--- config.mk ---
export PLATFORM = sky130hd
export DESIGN_NAME = fetchStage
export DESIGN_NICKNAME = d
export VERILOG_FILES = /design/src/logic/fetchPkg.sv /design/src/logic/programCounter.sv /design/src/logic/instrMemory.sv /design/src/logic/controlDecoder.sv /design/src/logic/hazardDetect.sv /design/src/logic/fetchStage.sv
export VERILOG_INCLUDE_DIRS = /design/src /design/src/logic
export SDC_FILE = /design/constraint.sdc
export NUM_CORES = 2
export LEC_CHECK = 0
export ABC_AREA = 1
export BUFFER_PORTS_ARGS = -buffer_cell sky130_fd_sc_hd__buf_2
export CORE_ASPECT_RATIO = 1.2
export CORE_MARGIN = 1.5
export CORE_UTILIZATION = 35
export CTS_CLUSTER_SIZE = 12
export DETAILED_ROUTE_END_ITERATION = 10
export GPL_TIMING_DRIVEN = 1
export SETUP_SLACK_MARGIN = 0.4
export SYNTH_ARGS = -nofsm -noshare
export SYNTH_HDL_FRONTEND = slang
export SYNTH_SLANG_ARGS = --single-unit
export TNS_END_PERCENT = 1
--- constraint.sdc ---
create_clock -name clk -period 5.3 [get_ports clk]
set_input_delay 1.06 -clock clk [delete_from_list [all_inputs] [get_ports clk]]
set_output_delay 1.06 -clock clk [all_outputs]
set_load 0.005 [all_outputs]
--- src/logic/fetch_consts.svh ---
// Opcode, NOP word and memory size macros, included by the fetch RTL and the bench
`ifndef FETCH_CONSTS_SVH
`define FETCH_CONSTS_SVH

`define OP_HALT   5'b00000
`define OP_NOP    5'b00001
`define OP_J      5'b00100
`define OP_JR     5'b00101
`define OP_JAL    5'b00110
`define OP_ADDI   5'b01000
`define OP_BEQZ   5'b01100
`define OP_ST     5'b10000
`define OP_LD     5'b10001
`define OP_ALU    5'b11011

`define NOP_WORD  16'h0800

// immSel encodings
`define IMM_NONE  2'd0
`define IMM_5     2'd1
`define IMM_8     2'd2
`define IMM_11    2'd3

`define IMEM_WORDS     128
`define IMEM_ADDR_BITS 7
`endif

--- src/logic/fetchPkg.sv ---
// Instruction word views and control bundle type, shared by the fetch RTL and its bench
package fetchPkg;

    // Register format, ALU and compare operations
    typedef struct packed {
        logic [4:0] opcode;
        logic [2:0] rs;
        logic [2:0] rt;
        logic [2:0] rd;
        logic [1:0] funct;
    } rFormat;

    // Immediate format, loads, stores and ADDI
    typedef struct packed {
        logic [4:0] opcode;
        logic [2:0] rs;
        logic [2:0] rd;
        logic [4:0] imm;
    } iFormat;

    typedef union packed {
        rFormat rForm;
        iFormat iForm;
    } instrWord;

    typedef struct packed {
        logic       regWrite;
        logic [2:0] writeRegAddr;
        logic       memEnable;
        logic       memWr;
        logic       val2Reg;       // Load result goes to register
        logic       aluSel;        // Immediate as ALU operand B
        logic [1:0] immSel;        // See IMM_* encodings
        logic       linkReg;
        logic       branchFlag;
        logic       jumpFlag;
        logic       regJmp;
        logic       halt;
        logic       ctrlErr;
        logic       valid;
    } ctrlBundle;

endpackage

--- src/logic/programCounter.sv ---
// Program counter register with halt, stall, redirect and register-jump selection
module programCounter (
    input  logic        clk,
    input  logic        reset,
    input  logic        halt,
    input  logic        stall,
    input  logic        pcSel,
    input  logic        regJmp,
    input  logic [15:0] branchTarget,
    input  logic [15:0] regData,
    input  logic [7:0]  jumpImm,
    output logic [15:0] pc
);

    logic [15:0] jumpOffset;
    logic [15:0] jumpAddr;
    logic [15:0] seqAddr;
    logic [15:0] nextPc;

    // JR target is rs plus sign-extended 8-bit immediate
    assign jumpOffset = {{8{jumpImm[7]}}, jumpImm};
    assign jumpAddr   = regData + jumpOffset;

    // Sequential fetch stays inside the 256-byte window
    assign seqAddr = {8'h00, pc[7:0] + 8'd2};

    always_comb begin
        if (halt) begin
            nextPc = pc;                                  // Parked until reset
        end else if (stall) begin
            nextPc = pc;                                  // Load-use bubble
        end else if (pcSel) begin
            nextPc = {branchTarget[15:1], 1'b0};
        end else if (regJmp) begin
            nextPc = {jumpAddr[15:1], 1'b0};
        end else begin
            nextPc = seqAddr;
        end
    end

    always_ff @(posedge clk) begin
        if (reset) begin
            pc <= 16'h0000;
        end else begin
            pc <= nextPc;
        end
    end

    // Word alignment must survive every load path
    pcAligned: assert property (@(posedge clk) disable iff (reset) pc[0] == 1'b0)
        else $error("pc not halfword aligned: %h", pc);

endmodule

--- src/logic/instrMemory.sv ---
// Word-addressed instruction store, written by the bench and read combinationally by fetch
`include "fetch_consts.svh"

module instrMemory (
    input  logic                           clk,
    input  logic                           writeEn,
    input  logic [`IMEM_ADDR_BITS-1:0]     writeAddr,
    input  logic [`IMEM_ADDR_BITS-1:0]     readAddr,
    input  logic [15:0]                    writeData,
    output fetchPkg::instrWord             readData
);

    import fetchPkg::*;

    instrWord memArray [`IMEM_WORDS];

    // Loaded while the core is held in reset
    always_ff @(posedge clk) begin
        if (writeEn) begin
            memArray[writeAddr] <= writeData;
        end
    end

    // Fetch sees the word in the same cycle
    assign readData = memArray[readAddr];

endmodule

--- src/logic/controlDecoder.sv ---
// Opcode decoder producing the control bundle and destination register for one instruction
`include "fetch_consts.svh"

module controlDecoder (
    input  fetchPkg::instrWord  instr,
    output fetchPkg::ctrlBundle ctrl
);

    import fetchPkg::*;

    // Destination register source
    localparam logic [1:0] destRs   = 2'd0;
    localparam logic [1:0] destRdR  = 2'd1;
    localparam logic [1:0] destLink = 2'd2;
    localparam logic [1:0] destRdI  = 2'd3;

    logic [1:0] destSel;
    logic [2:0] selAddr;

    always_comb begin
        ctrl    = '0;
        destSel = destRs;
        ctrl.valid = 1'b1;

        case (instr.rForm.opcode)
            `OP_HALT: ctrl.halt = 1'b1;
            `OP_NOP: ;                                    // Valid, nothing else
            `OP_ADDI: begin
                ctrl.regWrite = 1'b1;
                ctrl.aluSel   = 1'b1;
                ctrl.immSel   = `IMM_5;
                destSel       = destRdI;
            end
            `OP_ST: begin
                ctrl.memEnable = 1'b1;
                ctrl.memWr     = 1'b1;
                ctrl.aluSel    = 1'b1;                    // Address is rs + imm
                ctrl.immSel    = `IMM_5;
            end
            `OP_LD: begin
                ctrl.memEnable = 1'b1;
                ctrl.regWrite  = 1'b1;
                ctrl.val2Reg   = 1'b1;
                ctrl.aluSel    = 1'b1;
                ctrl.immSel    = `IMM_5;
                destSel        = destRdI;
            end
            `OP_ALU: begin
                ctrl.regWrite = 1'b1;
                destSel       = destRdR;
            end
            `OP_BEQZ: begin
                ctrl.branchFlag = 1'b1;                   // Resolved downstream
                ctrl.immSel     = `IMM_8;
            end
            `OP_J: begin
                ctrl.jumpFlag = 1'b1;
                ctrl.immSel   = `IMM_11;
            end
            `OP_JR: begin
                ctrl.regJmp = 1'b1;
                ctrl.immSel = `IMM_8;
            end
            `OP_JAL: begin
                ctrl.jumpFlag = 1'b1;
                ctrl.regWrite = 1'b1;
                ctrl.linkReg  = 1'b1;
                ctrl.immSel   = `IMM_11;
                destSel       = destLink;
            end
            default: begin
                ctrl.ctrlErr = 1'b1;                      // Illegal opcode
                ctrl.valid   = 1'b0;
            end
        endcase

        case (destSel)
            destRdR:  selAddr = instr.rForm.rd;
            destLink: selAddr = 3'd7;                     // Return address in R7
            destRdI:  selAddr = instr.iForm.rd;
            default:  selAddr = instr.rForm.rs;
        endcase

        // Only writers carry a destination
        ctrl.writeRegAddr = ctrl.regWrite ? selAddr : 3'b000;

        assert (!ctrl.memWr || ctrl.memEnable)
            else $error("store without memory enable, opcode %b", instr.rForm.opcode);
    end

endmodule

--- src/logic/hazardDetect.sv ---
// Load-use hazard detector that stalls fetch for one cycle behind a dependent load
`include "fetch_consts.svh"

module hazardDetect (
    input  logic                clk,
    input  logic                reset,
    input  fetchPkg::instrWord  instr,
    input  fetchPkg::ctrlBundle ctrl,
    output logic                stall
);

    import fetchPkg::*;

    logic       lastLoad;   // Issued instruction was LD
    logic [2:0] lastDest;
    logic [4:0] opcode;
    logic       rsUsed;
    logic       rtUsed;
    logic       rsHit;
    logic       rtHit;

    assign opcode = instr.rForm.opcode;

    // Source fields in use for this opcode
    assign rsUsed = !(opcode inside {`OP_HALT, `OP_NOP, `OP_J, `OP_JAL});
    assign rtUsed = (opcode == `OP_ALU) || (opcode == `OP_ST);

    assign rsHit = rsUsed && (lastDest == instr.rForm.rs);
    assign rtHit = rtUsed && (lastDest == instr.rForm.rt);

    assign stall = lastLoad && (rsHit || rtHit);

    // The NOP issued on a stall clears the load state
    always_ff @(posedge clk) begin
        if (reset) begin
            lastLoad <= 1'b0;
        end else begin
            lastLoad <= ctrl.val2Reg && !stall;
        end
    end

    always_ff @(posedge clk) begin
        lastDest <= ctrl.writeRegAddr;
    end

    // Bubble is a single cycle
    singleStall: assert property (@(posedge clk) disable iff (reset) stall |=> !stall)
        else $error("load-use stall held for two cycles");

endmodule

--- src/logic/fetchStage.sv ---
// Fetch stage top level joining PC, instruction memory, decode and load-use stall
`include "fetch_consts.svh"

module fetchStage (
    input  logic                       clk,
    input  logic                       reset,
    input  logic                       pcSel,
    input  logic [15:0]                branchTarget,
    input  logic [15:0]                regData,
    input  logic                       imemWrite,
    input  logic [`IMEM_ADDR_BITS-1:0] imemAddr,
    input  logic [15:0]                imemData,
    output logic [15:0]                pc,
    output fetchPkg::instrWord         instr,
    output fetchPkg::ctrlBundle        ctrl
);

    import fetchPkg::*;

    instrWord  rawInstr;
    ctrlBundle rawCtrl;
    logic      stall;

    // Halt and JR act from the issued word, not the raw fetch
    programCounter pcReg (
        .clk         (clk),
        .reset       (reset),
        .halt        (ctrl.halt),
        .stall       (stall),
        .pcSel       (pcSel),
        .regJmp      (ctrl.regJmp),
        .branchTarget(branchTarget),
        .regData     (regData),
        .jumpImm     ({instr.iForm.rd, instr.iForm.imm}),
        .pc          (pc)
    );

    instrMemory imem (
        .clk      (clk),
        .writeEn  (imemWrite),
        .writeAddr(imemAddr),
        .readAddr (pc[`IMEM_ADDR_BITS:1]),     // Word index
        .writeData(imemData),
        .readData (rawInstr)
    );

    controlDecoder rawDecode (
        .instr(rawInstr),
        .ctrl (rawCtrl)
    );

    hazardDetect hazard (
        .clk  (clk),
        .reset(reset),
        .instr(rawInstr),
        .ctrl (rawCtrl),
        .stall(stall)
    );

    // Bubble in place of the dependent reader
    assign instr = stall ? `NOP_WORD : rawInstr;

    controlDecoder issueDecode (
        .instr(instr),
        .ctrl (ctrl)
    );

endmodule

* Yosys cells after proc, flatten, opt, wreduce, memory -nomap -nowiden *
Memories as Yosys holds them, arrays and structs flattened. A register that Yosys moved wholly into a read port is not among the register bits.
Index checks and enable logic that the tools add are counted.

cells by class
  multiplexer cells = 26
  reduce and logical (&&, ||, !) cells = 21
  add/sub/neg operators = 2
  eq/ne operators = 24
  bitwise gates (word level) = 2

operator list
  cell                 number
  $mux 16              3
  $eq 5x5->1 const B   6
  $eq 5x3->1 const B   5
  $pmux 2 s3           3
  $pmux 3 s3           2
  $add 16x16->16       1
  $eq 5x4->1 const B   3
  $mux 1               14
  $mux 7               2
  $eq 5x1->1 const B   2
  $logic_not 5->1      2
  $reduce_or 10->1     1
  $reduce_or 2->1      5
  $add 8x2->8 const B  1
  $eq 2x2->1 const B   4
  $reduce_or 4->1      2
  $eq 3x3->1           2
  $eq 2x1->1 const B   2
  $logic_and 1x1->1    4
  $reduce_bool 4->1    1
  $mux 3               1
  $reduce_or 3->1      1
  $logic_not 1->1      2
  $logic_or 1x1->1     2
  other kinds (3)      4

storage, ports and cells
  memories kept = 1
  input bits = 59
  flip-flop bits (word level) = 20
  output and inout port bits = 49
  bits in writable memories = 2,048

memories
  memory         depth  width  read ports  clocked after Yosys merged registers in  write ports  line               source
  imem.memArray  128    16     1           1                                        1            instrMemory.sv:15  instrWord memArray [`IMEM_WORDS];

* Depth between registers and ports, before layout *
  depth in word-level cells = 13
  gate-level depth with buffers = 40

* Hierarchy *
A second synthesis with hierarchy kept.

second synthesis, totals
  cell total of the unflattened synthesis = 7,294
  area total of the unflattened synthesis = 85,453.2 µm²

modules (own cells, without submodules)
  module          seq. area each (µm²)  cells each  times used  area an instance (µm²)
  instrMemory     61,499.0              6,777       1           82,507.9
  programCounter  300.3                 328         1           1,964.4
  controlDecoder  0.0                   54          2           277.8
  hazardDetect    80.1                  46          1           267.8
  fetchStage      0.0                   35          1           157.7

* Least setup slack after synthesis *
OpenSTA, ideal clock, no wires.

  path type = register to register
  start point = register (tool-made name)
  end point = register pcReg.pc[14]
  setup slack = 0.612 ns
  stages on the path, launching flop included = 34
  period minus slack after synthesis = 4.688 ns
  setup time = 0.070 ns
  arrival time = 4.618 ns
  cells stage by stage = dfxtp_1 buf_4 buf_4 buf_4 buf_4 buf_2 buf_2 buf_2 buf_2 a21oi_1 a221oi_1 a311oi_1 o311ai_0 nand3_1 nand2_1 inv_1 nor2_1 ha_1 nand2_1 nor2_1 a211oi_1 o21ai_0 a31oi_1 nor2_1 nor2_1 o21bai_1 a21oi_1 o21bai_1 nand2_1 nand2_1 a21oi_1 xor2_1 nand2_1 a21oi_1

RTL lines
  what                    line                  source
  end signal: assignment  programCounter.sv:45  pc <= nextPc;
  end: declaration        programCounter.sv:12  output logic [15:0] pc

==> metrics <==
IO Count=roughly 110; clock root buffer=clkbuf_16; Peak VDD IR=394 µV; core footprint=roughly 240,000 µm²; Setup-failing EPs final=12; multi-input logic area=21,100 µm²; clock share of power=around 24%; fmax=178 MHz; Combinational Power Share=41.6%; Cells after Synth=6,911; asr flop ratio synth=0%; CP Capture Type=output pin; Die ar.=244,000 µm²; Seq pwr share=about a third; worst setup margin=-0.330 ns; leading area contributor after synthesis=edfxtp_1; Initial Util=a little over a third; clk buf depth=3; NetSw=between 15 and 20 mW; drt wl/cell=approximately 24 µm; FF+latch count, synth=2,074; post-layout min period=5.63 ns; Commonest cells post-synth=2,048 x edfxtp_1, 1,985 x nand2_1, 1,474 x nand3_1, 267 x a21oi_1, 221 x buf_2; Leak Pwr=around 36 nW; share of layout cells above drive strength 1=roughly 17%; Final Slew Violations=0; average cell area after synthesis=12.2 µm²; crit start category=flip-flop; Tot GR Track Use=between 20% and 30%; vias in the first global route=54,721; first-pass GRT wire length=369,000 µm; top-count cell post-synth=edfxtp_1; Yosys warnings=0; sequential cell area fraction in the yosys report=73.5%; drt drc=0; number of maximum-capacitance violations=0; pin count of the biggest net entering global routing=129; via/cell ratio=5.40; Setup CP Type=reg2out; final instance area=101,000 µm²; Post-CTS Hold Buffers=0; DRT antenna net count=0; Fillers=between 20,000 and 25,000; initial antenna violation count=12; maximum fanout along the worst path=19; cell-internal power=around 34 mW; Port Buffers=105; wirelength, routed=~260,000 µm; routed via count=a little under 60,000; Worst Skew=roughly 0.037 ns; register area=62,000 µm²; Top FF cell, synth=edfxtp_1; num rows=197; status=finished with violations; CTS buffer count=202; total gr overflow=0; crit share post-route=106%; DR iter-0 viols=around 6,400; RSZ-0062 raised after global routing=yes; Slew headroom=~17%; HP Class=in2reg; Area growth syn-to-layout=20.2%; most area-consuming cells after synthesis=edfxtp_1 73%, nand2_1 8.8%, nand3_1 8.7%; Cell variety after synth=46; post-detail-place hpwl=~150,000 µm; CP peak stage delay=0.38 ns; most frequent CP cell=nand2_1; Placed Area=about 93,000 µm²; slowest CP cell=dfxtp_4; drt first pass iters=6; worst endpoint required time=4.24 ns; H-tree levels=4; CTS tree=built; Clock transition at path regs=0.06 ns; Worst Max-Slew Pin Slew=1.25 ns; Die Width=between 400 and 500 µm; Post-synth EDFFs=roughly 2,000; share of the synthesized area in the top cell type=72.9%; CTS sink count=a little over 2,000; Mapped Area=84,300 µm²; failing checks=setup timing; Arrival @ worst endpoint=4.57 ns; later-pin clock latency in the skew report=0.86 ns; final number of hold-violating endpoints=0; Die Ht=541 µm; RePlAce Congestion=0.921; Cell Pwr Density=528 nW/µm²; # nets final=7,536; Mapped Nets=6,986; Hold Worst Slack=around 0.48 ns; Sw Share=37.3%
[placed cells by master (no fill, tap or decap), types with 5 or more instances in the layout]
master and n:
o311ai_1 6, nand3_1 1278, nor3_1 14, nand2_4 10
edfxtp_1 2048, o211ai_1 17, buf_8 6, dfxtp_1 20
clkbuf_1 44, inv_6 6, a221oi_1 66, xor2_1 7
dfxtp_4 5, o311ai_0 6, nand3_2 165, clkbuf_16 223
buf_16 31, nand2_2 17, ha_1 15, o21ai_0 92
nor2_1 199, a311o_1 9, buf_12 91, o22ai_1 22
a32o_1 36, nand3_4 31, buf_4 536, nor2_2 7
inv_2 8, buf_2 89, a221o_1 5, clkinv_8 7
a311oi_1 26, inv_1 59, a21oi_1 264, clkinv_1 20
nand2_1 1960, buf_6 31, clkinv_2 10
[layer usage]
metal | up-vias | routed length [µm] | track usage [%]
li1 | 26106 | - | -
met1 | 28858 | 100000 | 26.1
met2 | 2483 | 124000 | 33.5
met3 | 487 | 20100 | 3.36
met4 | 22 | 12400 | 9.37
met5 | - | 148 | 0
[flip-flops by register name (all words and copies together) (netlist names), named ones only]
| name | flops |
|---|---|
| hazard.lastDest | 3 |
| hazard.lastLoad | 1 |
| imem.memArray | 2048 |
| pcReg.pc | 15 |
[metrics by stage]
stage               power [mW]  TNS (ns)  utilization (%)  cells  setup WS, ns
floorplan                 28.5         0                -   6911         0.612
global placement          37.8    -0.324             38.6  10366        -0.260
detailed placement        38.0    -0.292             38.6  10366        -0.213
CTS                       52.0     -2.44             41.5  10689        -0.351
global route              55.7     -6.07             42.3  10738        -0.520
finish                    53.5     -1.98             42.3  10739        -0.330
[worst max-delay path, delay by kind of cell, from the launching register on]
| kind | cells | cell delay, ns |
|---|---|---|
| DFF | 1 | 0.38 |
| and+or+nand+nor | 18 | 1.90 |
| buffers and inverters | 12 | 1.38 |
[worst paths after layout]
path,cells past startpoint,end,slack [ns],startpoint
max,30,ctrl[1],-0.33,flip-flop
min,2,hazard.lastLoad,0.48,reset
max reg2reg,31,pcReg.pc[14],0.06,flip-flop
min reg2reg,2,flip-flop,0.54,pcReg.pc[7]
[logic make-up (layout without fill, tap and decap cells)]
family	after synthesis	after routing	synth area share, %
other	1	3	0.00445
AOI/OAI and AO/OA	573	573	4.31
DFF	2074	2074	73.5
buffers and inverters	540	1182	3.07
adders and majority gates	16	16	0.246
and+or+nand+nor	3698	3698	18.7
xor gates and xnor gates	9	9	0.0935
[power groups by stage]
stage	combinational [mW]	clock (mW)	sequential, mW
2_1_floorplan	9.96	0	18.6
3_3_place_gp	19.2	0	18.7
3_5_place_dp	19.3	0	18.7
4_1_cts	20.5	13.1	18.3
5_1_grt	23.7	13.7	18.3
6_report	22.3	12.9	18.3
[layout make-up]
type / count / share of cell area (%)
repair inverters: 5 / 0.0765
well taps: 3184 / 3.93
diodes: 2 / 0.00494
clock buffers: 247 / 5.17
repair buffers: 807 / 8.07
inverters: 74 / 0.329
multi-input cells: 4297 / 20.9
flip-flops and latches: 2074 / 61.2
clock inverters: 49 / 0.394
[timing repair]
action / CTS / global route
buffers inserted: 10 / 27
cloned: 17 / 21
endpoints found under the setup margin: 40 / 44
pin swaps: 7 / 46
gates resized for setup: 145 / 233
Power figures use the tool's default switching activity.
